[config.mk]
export PLATFORM = sky130hd
export DESIGN_NAME = x300_radio_core
export DESIGN_NICKNAME = d
export VERILOG_FILES = /design/src/source/radio_pkg.sv /design/src/source/db_control.sv /design/src/source/fe_control.sv /design/src/source/fp_gpio_mux.sv /design/src/source/x300_radio_core.sv
export VERILOG_INCLUDE_DIRS = /design/src /design/src/source
export SDC_FILE = /design/constraint.sdc
export NUM_CORES = 1
export LEC_CHECK = 0
export BUFFER_PORTS_ARGS = -buffer_cell sky130_fd_sc_hd__buf_4
export CORE_AREA = 2 2 331 333
export CTS_BUF_LIST = sky130_fd_sc_hd__clkbuf_2 sky130_fd_sc_hd__clkbuf_4 sky130_fd_sc_hd__clkbuf_8
export CTS_CLUSTER_DIAMETER = 100
export DETAILED_ROUTE_END_ITERATION = 7
export DIE_AREA = 0 0 333 335
export PLACE_DENSITY_LB_ADDON = 0.08
export SLEW_MARGIN = 0
export SYNTH_ARGS = -nofsm -noshare
export SYNTH_HDL_FRONTEND = slang
export SYNTH_SLANG_ARGS = --single-unit
[constraint.sdc]
create_clock -name radio_clk -period 2.9 [get_ports radio_clk]
set_input_delay 0.29 -clock radio_clk [delete_from_list [all_inputs] [get_ports radio_clk]]
set_output_delay 0.29 -clock radio_clk [all_outputs]
set_load 0.01 [all_outputs]
[src/source/radio_params.svh]
`ifndef RADIO_PARAMS_SVH
`define RADIO_PARAMS_SVH

// ------------------------------
// counts and widths
// ------------------------------
`define RADIO_NUM_DBOARDS     2
`define RADIO_DATA_W          32
`define RADIO_SAMP_W          32       // i in high half, q in low half
`define RADIO_HALF_W          16
`define RADIO_FP_GPIO_W       12
`define RADIO_ADDR_W          8
`define RADIO_RB_W            64
`define RADIO_LED_W           3

// ------------------------------
// settings bus map
// ------------------------------
`define RADIO_SR_FP_GPIO_SRC  8'd150
`define RADIO_SR_DB_BASE      8'd160
`define RADIO_SR_TX_FE_BASE   8'd208
`define RADIO_SR_RX_FE_BASE   8'd224

// db_control offsets from the db base
`define RADIO_DB_GPIO_OUT     8'd0
`define RADIO_DB_GPIO_DDR     8'd1
`define RADIO_DB_FP_OUT       8'd2
`define RADIO_DB_FP_DDR       8'd3
`define RADIO_DB_MISC_OUT     8'd4
`define RADIO_DB_LED_IDLE     8'd5
`define RADIO_DB_LED_ACT      8'd6

// readback map
`define RADIO_RB_DB_BASE      8'd16

`endif

[src/source/radio_pkg.sv]
`include "radio_params.svh"

package radio_pkg;

   // ------------------------------
   // settings and readback buses
   // ------------------------------

   // one register write per cycle with stb high
   typedef struct packed {
      logic                     stb;
      logic [`RADIO_ADDR_W-1:0] addr;
      logic [`RADIO_DATA_W-1:0] data;
   } set_bus_t;

   typedef struct packed {
      logic                     stb;
      logic [`RADIO_ADDR_W-1:0] addr;
   } rb_req_t;

   // stb pulses one cycle after the request
   typedef struct packed {
      logic                     stb;
      logic [`RADIO_RB_W-1:0]   data;
   } rb_resp_t;

   // ------------------------------
   // gpio
   // ------------------------------
   typedef struct packed {
      logic [`RADIO_DATA_W-1:0] out;
      logic [`RADIO_DATA_W-1:0] ddr;   // 1 = pin driven
   } gpio_pair_t;

   // db_control readback addresses
   typedef enum logic [`RADIO_ADDR_W-1:0] {
      RB_GPIO_MISC = `RADIO_RB_DB_BASE,           // {misc in, db gpio in}
      RB_GPIO_OUT  = `RADIO_RB_DB_BASE + 8'd1,    // {gpio ddr, gpio out}
      RB_LEDS      = `RADIO_RB_DB_BASE + 8'd2     // {0, leds, run_tx, run_rx}
   } rb_addr_e;

endpackage

[src/source/db_control.sv]
`timescale 1ns/100ps
`include "radio_params.svh"

module db_control (
   input  logic                     radio_clk,
   input  logic                     i_rst_n,
   input  radio_pkg::set_bus_t      i_set,
   input  radio_pkg::rb_req_t       i_rb_req,
   input  logic                     i_run_rx,
   input  logic                     i_run_tx,
   input  logic [`RADIO_DATA_W-1:0] i_misc_in,
   input  logic [`RADIO_DATA_W-1:0] i_db_gpio_in,
   output radio_pkg::rb_resp_t      o_rb_resp,
   output radio_pkg::gpio_pair_t    o_db_gpio,
   output radio_pkg::gpio_pair_t    o_fp_gpio,
   output logic [`RADIO_DATA_W-1:0] o_misc_out,
   output logic [`RADIO_LED_W-1:0]  o_leds
);

   localparam logic [`RADIO_ADDR_W-1:0] SR_GPIO_OUT = `RADIO_SR_DB_BASE + `RADIO_DB_GPIO_OUT;
   localparam logic [`RADIO_ADDR_W-1:0] SR_GPIO_DDR = `RADIO_SR_DB_BASE + `RADIO_DB_GPIO_DDR;
   localparam logic [`RADIO_ADDR_W-1:0] SR_FP_OUT   = `RADIO_SR_DB_BASE + `RADIO_DB_FP_OUT;
   localparam logic [`RADIO_ADDR_W-1:0] SR_FP_DDR   = `RADIO_SR_DB_BASE + `RADIO_DB_FP_DDR;
   localparam logic [`RADIO_ADDR_W-1:0] SR_MISC_OUT = `RADIO_SR_DB_BASE + `RADIO_DB_MISC_OUT;
   localparam logic [`RADIO_ADDR_W-1:0] SR_LED_IDLE = `RADIO_SR_DB_BASE + `RADIO_DB_LED_IDLE;
   localparam logic [`RADIO_ADDR_W-1:0] SR_LED_ACT  = `RADIO_SR_DB_BASE + `RADIO_DB_LED_ACT;

   localparam int LED_PAD_W = `RADIO_DATA_W - `RADIO_LED_W - 2;

   logic [`RADIO_LED_W-1:0]  led_idle;
   logic [`RADIO_LED_W-1:0]  led_act;
   logic [`RADIO_DATA_W-1:0] misc_in_r;
   logic                     running;
   logic [`RADIO_DATA_W-1:0] led_word;

   // ------------------------------
   // settings registers
   // ------------------------------
   always_ff @(posedge radio_clk or negedge i_rst_n) begin
      if (!i_rst_n) begin
         o_db_gpio  <= '0;
         o_fp_gpio  <= '0;
         o_misc_out <= '0;
         led_idle   <= '0;
         led_act    <= '0;
      end else if (i_set.stb) begin
         case (i_set.addr)
            SR_GPIO_OUT: o_db_gpio.out <= i_set.data;
            SR_GPIO_DDR: o_db_gpio.ddr <= i_set.data;
            SR_FP_OUT:   o_fp_gpio.out <= i_set.data;   // muxed per pin downstream
            SR_FP_DDR:   o_fp_gpio.ddr <= i_set.data;
            SR_MISC_OUT: o_misc_out    <= i_set.data;
            SR_LED_IDLE: led_idle      <= i_set.data[`RADIO_LED_W-1:0];
            SR_LED_ACT:  led_act       <= i_set.data[`RADIO_LED_W-1:0];
            default: ;                                  // not ours
         endcase
      end
   end

   // misc input sampled every cycle
   always_ff @(posedge radio_clk or negedge i_rst_n) begin
      if (!i_rst_n) begin
         misc_in_r <= '0;
      end else begin
         misc_in_r <= i_misc_in;
      end
   end

   // leds follow the channel activity
   assign running  = i_run_rx | i_run_tx;
   assign o_leds   = running ? led_act : led_idle;
   assign led_word = {{LED_PAD_W{1'b0}}, o_leds, i_run_tx, i_run_rx};

   // ------------------------------
   // readback
   // ------------------------------
   always_ff @(posedge radio_clk or negedge i_rst_n) begin
      if (!i_rst_n) begin
         o_rb_resp <= '0;
      end else begin
         o_rb_resp.stb <= i_rb_req.stb;
         if (i_rb_req.stb) begin
            case (radio_pkg::rb_addr_e'(i_rb_req.addr))
               radio_pkg::RB_GPIO_MISC: o_rb_resp.data <= {misc_in_r, i_db_gpio_in};
               radio_pkg::RB_GPIO_OUT:  o_rb_resp.data <= {o_db_gpio.ddr, o_db_gpio.out};
               radio_pkg::RB_LEDS:      o_rb_resp.data <= {{`RADIO_DATA_W{1'b0}}, led_word};
               default:                 o_rb_resp.data <= '0;
            endcase
         end
      end
   end

   // back-to-back responses only after back-to-back requests
   ap_rb_pair : assert property (@(posedge radio_clk) disable iff (!i_rst_n)
      (o_rb_resp.stb && $past(o_rb_resp.stb))
         |-> ($past(i_rb_req.stb) && $past(i_rb_req.stb, 2)));

endmodule

[src/source/fe_control.sv]
`timescale 1ns/100ps
`include "radio_params.svh"

module fe_control (
   input  logic                     radio_clk,
   input  logic                     i_rst_n,
   input  radio_pkg::set_bus_t      i_set,
   input  logic                     i_rx_stb,
   input  logic [`RADIO_SAMP_W-1:0] i_rx_samp,
   input  logic                     i_tx_stb,
   input  logic [`RADIO_SAMP_W-1:0] i_tx_samp,
   output logic                     o_rx_stb,
   output logic [`RADIO_SAMP_W-1:0] o_rx_samp,
   output logic                     o_tx_stb,
   output logic [`RADIO_SAMP_W-1:0] o_tx_samp
);

   localparam logic [`RADIO_ADDR_W-1:0] SR_RX_MODE = `RADIO_SR_RX_FE_BASE;
   localparam logic [`RADIO_ADDR_W-1:0] SR_TX_MODE = `RADIO_SR_TX_FE_BASE;

   // mode bit 0 swaps i/q, bit 1 negates q
   logic [1:0] rx_mode;
   logic [1:0] tx_mode;

   // iq correction, same for both directions
   function automatic logic [`RADIO_SAMP_W-1:0] fe_correct(
      input logic [`RADIO_SAMP_W-1:0] samp,
      input logic [1:0]               mode
   );
      logic [`RADIO_HALF_W-1:0] samp_i;
      logic [`RADIO_HALF_W-1:0] samp_q;
      samp_i = samp[`RADIO_SAMP_W-1:`RADIO_HALF_W];
      samp_q = samp[`RADIO_HALF_W-1:0];
      if (mode[0]) begin
         samp_i = samp[`RADIO_HALF_W-1:0];
         samp_q = samp[`RADIO_SAMP_W-1:`RADIO_HALF_W];
      end
      if (mode[1]) begin
         samp_q = -samp_q;   // 16-bit wrap, -32768 maps to itself
      end
      return {samp_i, samp_q};
   endfunction

   // ------------------------------
   // mode registers
   // ------------------------------
   always_ff @(posedge radio_clk or negedge i_rst_n) begin
      if (!i_rst_n) begin
         rx_mode <= '0;
         tx_mode <= '0;
      end else if (i_set.stb) begin
         if (i_set.addr == SR_RX_MODE) rx_mode <= i_set.data[1:0];
         if (i_set.addr == SR_TX_MODE) tx_mode <= i_set.data[1:0];
      end
   end

   // ------------------------------
   // sample path
   // ------------------------------
   always_ff @(posedge radio_clk or negedge i_rst_n) begin
      if (!i_rst_n) begin
         o_rx_stb  <= 1'b0;
         o_rx_samp <= '0;
         o_tx_stb  <= 1'b0;
         o_tx_samp <= '0;
      end else begin
         o_rx_stb <= i_rx_stb;
         o_tx_stb <= i_tx_stb;
         if (i_rx_stb) o_rx_samp <= fe_correct(i_rx_samp, rx_mode);
         if (i_tx_stb) o_tx_samp <= fe_correct(i_tx_samp, tx_mode);
      end
   end

   // one cycle of latency on the rx strobe
   ap_rx_stb_lat : assert property (@(posedge radio_clk) disable iff (!i_rst_n)
      $past(i_rst_n) |-> (o_rx_stb == $past(i_rx_stb)));

endmodule

[src/source/fp_gpio_mux.sv]
`timescale 1ns/100ps
`include "radio_params.svh"

module fp_gpio_mux (
   input  logic                        radio_clk,
   input  logic                        i_rst_n,
   input  radio_pkg::set_bus_t         i_set,
   input  radio_pkg::gpio_pair_t       i_fp_db0,
   input  radio_pkg::gpio_pair_t       i_fp_db1,
   output logic [`RADIO_FP_GPIO_W-1:0] o_fp_gpio_out,
   output logic [`RADIO_FP_GPIO_W-1:0] o_fp_gpio_ddr
);

   localparam int SRC_W = 2 * `RADIO_FP_GPIO_W;

   logic [SRC_W-1:0] fp_src;   // two bits per pin

   // ------------------------------
   // source select register
   // ------------------------------
   always_ff @(posedge radio_clk or negedge i_rst_n) begin
      if (!i_rst_n) begin
         fp_src <= '0;
      end else if (i_set.stb && (i_set.addr == `RADIO_SR_FP_GPIO_SRC)) begin
         fp_src <= i_set.data[SRC_W-1:0];
      end
   end

   // ------------------------------
   // per-pin mux
   // ------------------------------
   // 0 picks db0, anything else db1
   always_ff @(posedge radio_clk or negedge i_rst_n) begin
      if (!i_rst_n) begin
         o_fp_gpio_out <= '0;
         o_fp_gpio_ddr <= '0;
      end else begin
         for (int p = 0; p < `RADIO_FP_GPIO_W; p++) begin
            if (fp_src[2*p +: 2] == 2'd0) begin
               o_fp_gpio_out[p] <= i_fp_db0.out[p];
               o_fp_gpio_ddr[p] <= i_fp_db0.ddr[p];
            end else begin
               o_fp_gpio_out[p] <= i_fp_db1.out[p];
               o_fp_gpio_ddr[p] <= i_fp_db1.ddr[p];
            end
         end
      end
   end

endmodule

[src/source/x300_radio_core.sv]
`timescale 1ns/100ps
`include "radio_params.svh"

module x300_radio_core (
   input  logic                          radio_clk,
   input  logic                          i_rst_n,
   input  radio_pkg::set_bus_t           i_set0,
   input  radio_pkg::set_bus_t           i_set1,
   input  radio_pkg::rb_req_t            i_rb_req0,
   input  radio_pkg::rb_req_t            i_rb_req1,
   input  logic [`RADIO_NUM_DBOARDS-1:0] i_run_rx,
   input  logic [`RADIO_NUM_DBOARDS-1:0] i_run_tx,
   input  logic [`RADIO_SAMP_W-1:0]      i_rx0,
   input  logic [`RADIO_SAMP_W-1:0]      i_rx1,
   input  logic [`RADIO_NUM_DBOARDS-1:0] i_rx_stb,
   input  logic [`RADIO_SAMP_W-1:0]      i_tx_data0,
   input  logic [`RADIO_SAMP_W-1:0]      i_tx_data1,
   input  logic [`RADIO_NUM_DBOARDS-1:0] i_tx_stb,
   input  logic [`RADIO_DATA_W-1:0]      i_db0_gpio_in,
   input  logic [`RADIO_DATA_W-1:0]      i_db1_gpio_in,
   input  logic [`RADIO_DATA_W-1:0]      i_radio0_misc_in,
   input  logic [`RADIO_DATA_W-1:0]      i_radio1_misc_in,
   output radio_pkg::rb_resp_t           o_rb_resp0,
   output radio_pkg::rb_resp_t           o_rb_resp1,
   output logic [`RADIO_SAMP_W-1:0]      o_rx0,
   output logic [`RADIO_SAMP_W-1:0]      o_rx1,
   output logic [`RADIO_NUM_DBOARDS-1:0] o_rx_stb,
   output logic [`RADIO_SAMP_W-1:0]      o_tx0,
   output logic [`RADIO_SAMP_W-1:0]      o_tx1,
   output logic [`RADIO_NUM_DBOARDS-1:0] o_tx_stb,
   output logic [`RADIO_DATA_W-1:0]      o_db0_gpio_out,
   output logic [`RADIO_DATA_W-1:0]      o_db0_gpio_ddr,
   output logic [`RADIO_DATA_W-1:0]      o_db1_gpio_out,
   output logic [`RADIO_DATA_W-1:0]      o_db1_gpio_ddr,
   output logic [`RADIO_DATA_W-1:0]      o_radio0_misc_out,
   output logic [`RADIO_DATA_W-1:0]      o_radio1_misc_out,
   output logic [`RADIO_LED_W-1:0]       o_radio_led0,
   output logic [`RADIO_LED_W-1:0]       o_radio_led1,
   output logic [`RADIO_FP_GPIO_W-1:0]   o_fp_gpio_out,
   output logic [`RADIO_FP_GPIO_W-1:0]   o_fp_gpio_ddr
);

   radio_pkg::gpio_pair_t db_gpio [`RADIO_NUM_DBOARDS];   // daughterboard pins
   radio_pkg::gpio_pair_t fp_gpio [`RADIO_NUM_DBOARDS];   // front-panel candidates

   // ------------------------------
   // daughterboard control
   // ------------------------------
   db_control u_db_control0 (
      .radio_clk(radio_clk), .i_rst_n(i_rst_n),
      .i_set(i_set0), .i_rb_req(i_rb_req0),
      .i_run_rx(i_run_rx[0]), .i_run_tx(i_run_tx[0]),
      .i_misc_in(i_radio0_misc_in), .i_db_gpio_in(i_db0_gpio_in),
      .o_rb_resp(o_rb_resp0), .o_db_gpio(db_gpio[0]), .o_fp_gpio(fp_gpio[0]),
      .o_misc_out(o_radio0_misc_out), .o_leds(o_radio_led0)
   );

   db_control u_db_control1 (
      .radio_clk(radio_clk), .i_rst_n(i_rst_n),
      .i_set(i_set1), .i_rb_req(i_rb_req1),
      .i_run_rx(i_run_rx[1]), .i_run_tx(i_run_tx[1]),
      .i_misc_in(i_radio1_misc_in), .i_db_gpio_in(i_db1_gpio_in),
      .o_rb_resp(o_rb_resp1), .o_db_gpio(db_gpio[1]), .o_fp_gpio(fp_gpio[1]),
      .o_misc_out(o_radio1_misc_out), .o_leds(o_radio_led1)
   );

   assign o_db0_gpio_out = db_gpio[0].out;
   assign o_db0_gpio_ddr = db_gpio[0].ddr;
   assign o_db1_gpio_out = db_gpio[1].out;
   assign o_db1_gpio_ddr = db_gpio[1].ddr;

   // ------------------------------
   // front ends
   // ------------------------------
   fe_control u_fe_control0 (
      .radio_clk(radio_clk), .i_rst_n(i_rst_n), .i_set(i_set0),
      .i_rx_stb(i_rx_stb[0]), .i_rx_samp(i_rx0),
      .i_tx_stb(i_tx_stb[0]), .i_tx_samp(i_tx_data0),
      .o_rx_stb(o_rx_stb[0]), .o_rx_samp(o_rx0),
      .o_tx_stb(o_tx_stb[0]), .o_tx_samp(o_tx0)
   );

   fe_control u_fe_control1 (
      .radio_clk(radio_clk), .i_rst_n(i_rst_n), .i_set(i_set1),
      .i_rx_stb(i_rx_stb[1]), .i_rx_samp(i_rx1),
      .i_tx_stb(i_tx_stb[1]), .i_tx_samp(i_tx_data1),
      .o_rx_stb(o_rx_stb[1]), .o_rx_samp(o_rx1),
      .o_tx_stb(o_tx_stb[1]), .o_tx_samp(o_tx1)
   );

   // source register lives on board 0's bus
   fp_gpio_mux u_fp_gpio_mux (
      .radio_clk(radio_clk), .i_rst_n(i_rst_n), .i_set(i_set0),
      .i_fp_db0(fp_gpio[0]), .i_fp_db1(fp_gpio[1]),
      .o_fp_gpio_out(o_fp_gpio_out), .o_fp_gpio_ddr(o_fp_gpio_ddr)
   );

endmodule

==> results.py <==
metrics = {
    "run_status": {
        "status": "finished clean",
    },
    "route": {
        "wl_per_cell_um": 23.5,
        "wl_met2_um": 58900,
        "vias": 22955,
        "first_pass_iters": 7,
        "routed_wl_um": 117000,
        "viasPerCell": 4.61,
        "highest_layer": "met5",
        "drtAntennaViolNets": 0,
        "drt_iter0_drc": 1198,
        "drt-met1-wl_um": 47900,
        "drc": 0,
        "routed-wl-met3_um": 6790,
    },
    "floorplanning": {
        "fp.dieW_um": 333,
        "placementRows": 121,
        "start_util_pct": 25.1,
        "die_area_um2": 112000,
        "core_area_um2": 108000,
        "pin_count": 850,
        "die_h_um": 335,
    },
    "placed_design": {
        "numPortBuffers": 849,
        "place_congestion": 0.874,
        "dpl.hpwl_um": 86000,
        "dp.cells": 4294,
        "placed_area_um2": 35400,
    },
    "grt": {
        "track_usage_pct": 20.5,
        "gr-total-overflow": 0,
        "antenna_found_initial": 9,
        "grt_max_degree": 87,
        "grt_pass1_wl_um": 170000,
        "grt_pass1_vias": 24754,
    },
    "yosys": {
        "yosys.area_share.simple_pct": 5.19,
        "synth_xor_area_share_pct": 1.84,
        "synth_area_leaders": "dfrtp_1 58%, mux2_2 15%, mux2i_1 5.1%",
        "yosysUniqueCellTypes": 62,
        "ys_seq_area_share_pct": 58.4,
        "synth_mux_area_share_pct": 20.4,
        "synth_top_family_by_area": "multiplexers",
        "synth_area_um2": 27200,
        "yosysTopAreaCellShare_pct": 58.4,
        "syn-mean-instance-area_um2": 12.9,
        "synth_compound_area_share_pct": 10.7,
        "synth-seq-cells": 634,
        "yosysWarningCount": 0,
        "synth_edf_count": 0,
        "synth_cells": 2109,
        "async_flop_share_pct": 100,
        "syn_nets": 2479,
        "yosys.area.top_type": "dfrtp_1",
        "yosys_most_used_dff": "dfrtp_1",
        "synthAdderAreaFrac_pct": 0.184,
    },
    "timing": {
        "worst_pin_slew_ns": 0.896,
        "rsz0062_at_grt": "no",
        "slew_viol_final": 0,
        "setup_viol": 0,
        "skew_ns": 0.0305,
        "layout_min_cycle_time_ns": 2.71,
        "max_freq_ghz": 0.369,
        "layout_worst_path_cycle_share_pct": 93.4,
        "setup-tns-final_ns": 0,
        "hold_viol": 0,
        "relSlewSlack_pct": 40.1,
    },
    "power": {
        "power.density_nw_per_um2": 520,
        "p_leak_nw": 19.6,
        "peakVddDrop_mv": 0.334,
    },
    "setup_path": {
        "slowest_stage": "dfrtp_2",
        "worstPathRequired_ns": 3.54,
        "arrival_ns": 3.34,
        "worstPathCellList": "buf_4 -> mux2i_1 -> dlygate4sd3_1 -> a21oi_1 -> dlygate4sd3_1",
        "critPathTopFamily": "buffers and inverters",
        "criticalPathCategory": "flop to flop",
        "critPathLaunchType": "flop",
        "cp_max_fo": 24,
        "crit_buf_inv": 3,
        "cp_common_cell": "dlygate4sd3_1",
        "regToRegSetupSlack_ns": 0.19,
        "end_kind": "flop",
        "slowest_delay_ns": 0.72,
    },
    "clock_network": {
        "postCtsSetupBuffers": 0,
        "clock_latency_ns": 0.78,
        "ctsHtreeMaxLevel": 3,
        "cts_made_buffers": 118,
        "root_buffer": "clkbuf_8",
        "cts-hold-fix-buffers": 472,
        "cts_tree": "done",
        "clock_path_buffers": 3,
        "cts_num_sinks": 634,
        "clkTransAtPathRegs_ns": 0.06,
        "post_cts_resized": 0,
    },
    "cells_and_area": {
        "layout.cells.non_filler": 4976,
        "fin_area_um2": 42700,
        "nets": 3842,
        "drive_gt1_share_pct": 42.4,
        "area_growth_pct": 57.0,
    },
    "min_path": {
        "hold_path.class": "input pin to flop",
    },
    "run": {
        "maxCapViolCount": 0,
    },
}
## path summary, 6_finish.rpt
kind	start	endpoint	cells after the start
max	u_fe_control0.rx_mode[0]$_DFFE_PN0P_	u_fe_control0.o_rx_samp[30]$_DFFE_PN0P_	5
min	i_rb_req1[0]	u_db_control1.o_rb_resp[3]$_DFFE_PN0P_	4
max reg2reg	u_fe_control0.rx_mode[0]$_DFFE_PN0P_	u_fe_control0.o_rx_samp[30]$_DFFE_PN0P_	5
min reg2reg	u_db_control1.o_rb_resp[53]$_DFFE_PN0P_	u_db_control1.o_rb_resp[53]$_DFFE_PN0P_	1
max in group asynchronous	i_rst_n	u_db_control0.o_misc_out[27]$_DFFE_PN0P_	4
min in group asynchronous	i_rst_n	u_db_control1.o_misc_out[9]$_DFFE_PN0P_	3
## synth_stat cells (4+ instances only)
| library cell | number |
|---|---|
| a22oi_1 | 120 |
| o22ai_1 | 69 |
| clkbuf_1 | 84 |
| o41ai_2 | 4 |
| nand3_1 | 7 |
| ha_1 | 4 |
| buf_2 | 38 |
| or3_1 | 7 |
| or4b_1 | 4 |
| nor4b_1 | 6 |
| and2_1 | 5 |
| nor4_1 | 10 |
| dfrtp_1 | 634 |
| nor3b_1 | 13 |
| a21oi_1 | 92 |
| nor3_1 | 35 |
| nor2_1 | 119 |
| nand2_1 | 34 |
| o21ai_0 | 24 |
| inv_1 | 72 |
| buf_1 | 6 |
| o2bb2ai_1 | 63 |
| or4_1 | 4 |
| mux2_2 | 364 |
| buf_4 | 10 |
| xnor2_1 | 21 |
| mux2i_1 | 138 |
| mux2_1 | 6 |
| nand2b_1 | 4 |
| nor2b_1 | 9 |
| xor2_1 | 36 |
| o31ai_1 | 13 |
| o22a_1 | 6 |
## power by group
group	switching, mW	total [mW]	leakage (nW)	internal (mW)
clock network	4.02	9.26	1.34	5.25
registers	0.339	9.65	8.29	9.31
logic	1.51	3.25	9.93	1.74
## kinds of logic after synthesis
family | after synthesis
AO/OA/AOI/OAI | 418
XOR/XNOR | 57
adder cells (fa/ha/maj) | 4
buffers and inverters | 210
flip-flops | 634
multiplexers | 508
AND/OR/NAND/NOR | 278
## per-stage QoR
step,setup WS [ns],hold slack [ns],power [mW],utilization (%)
2_1_floorplan,0.0410,-0.00559,10.7,-
3_3_place_gp,0.307,0.245,12.5,32.7
3_5_place_dp,0.290,0.239,12.5,32.7
4_1_cts,0.222,0.000523,22.6,39.4
5_1_grt,0.0709,0.0494,23.2,39.4
6_report,0.192,0.0914,22.2,39.5
## sequential cells by signal, indices dropped and copies added (netlist names), 64 cells and up
signal                   cells
u_db_control1.o_rb_resp     65
u_db_control0.o_rb_resp     65
u_db_control1.o_db_gpio     64
u_db_control0.o_db_gpio     64
## worst register-to-register path: cells and delay by family (launching register included)
kind / cells / cell delay (ns)
compound gates: 1 / 0.06
mux: 1 / 0.27
flops: 1 / 0.72
buf+inv: 3 / 1.53
## per-layer routing
| layer | vias up | global-route usage, % |
|---|---|---|
| met5 | - | 0 |
| met4 | 2 | 6.83 |
| met3 | 167 | 4.71 |
| met2 | 725 | 35.7 |
| met1 | 11614 | 24.7 |
| li1 | 10447 | - |
## cell usage in the layout, fill, tap and decap left out, drive strengths merged, types with 4 or more instances in the layout
cell,count
buf,910
dfrtp,634
dlygate4sd3,471
mux2,370
clkbuf,182
mux2i,138
a22oi,120
nor2,119
a21oi,92
inv,75
o22ai,69
o2bb2ai,63
xor2,36
nor3,35
nand2,34
o21ai,24
xnor2,21
o31ai,15
clkinv,14
nor3b,13
nor4,10
nor2b,9
diode,7
or3,7
nand3,7
or4b,7
nor4b,6
o22a,6
or4,6
o41ai,6
and2,5
nand2b,4
ha,4
## layout make-up
| type | count | area, um2 |
|---|---|---|
| inverters | 72 | 270 |
| clock buffers | 182 | 2280 |
| well taps | 1414 | 1770 |
| flip-flops and latches | 634 | 15900 |
| repair buffers | 1381 | 11700 |
| fillers | 10609 | 65400 |
| clock inverters | 21 | 226 |
| multi-input cells | 1265 | 10500 |
| diodes | 7 | 17.5 |
Note: power is estimated with default switching activity, not from simulation.
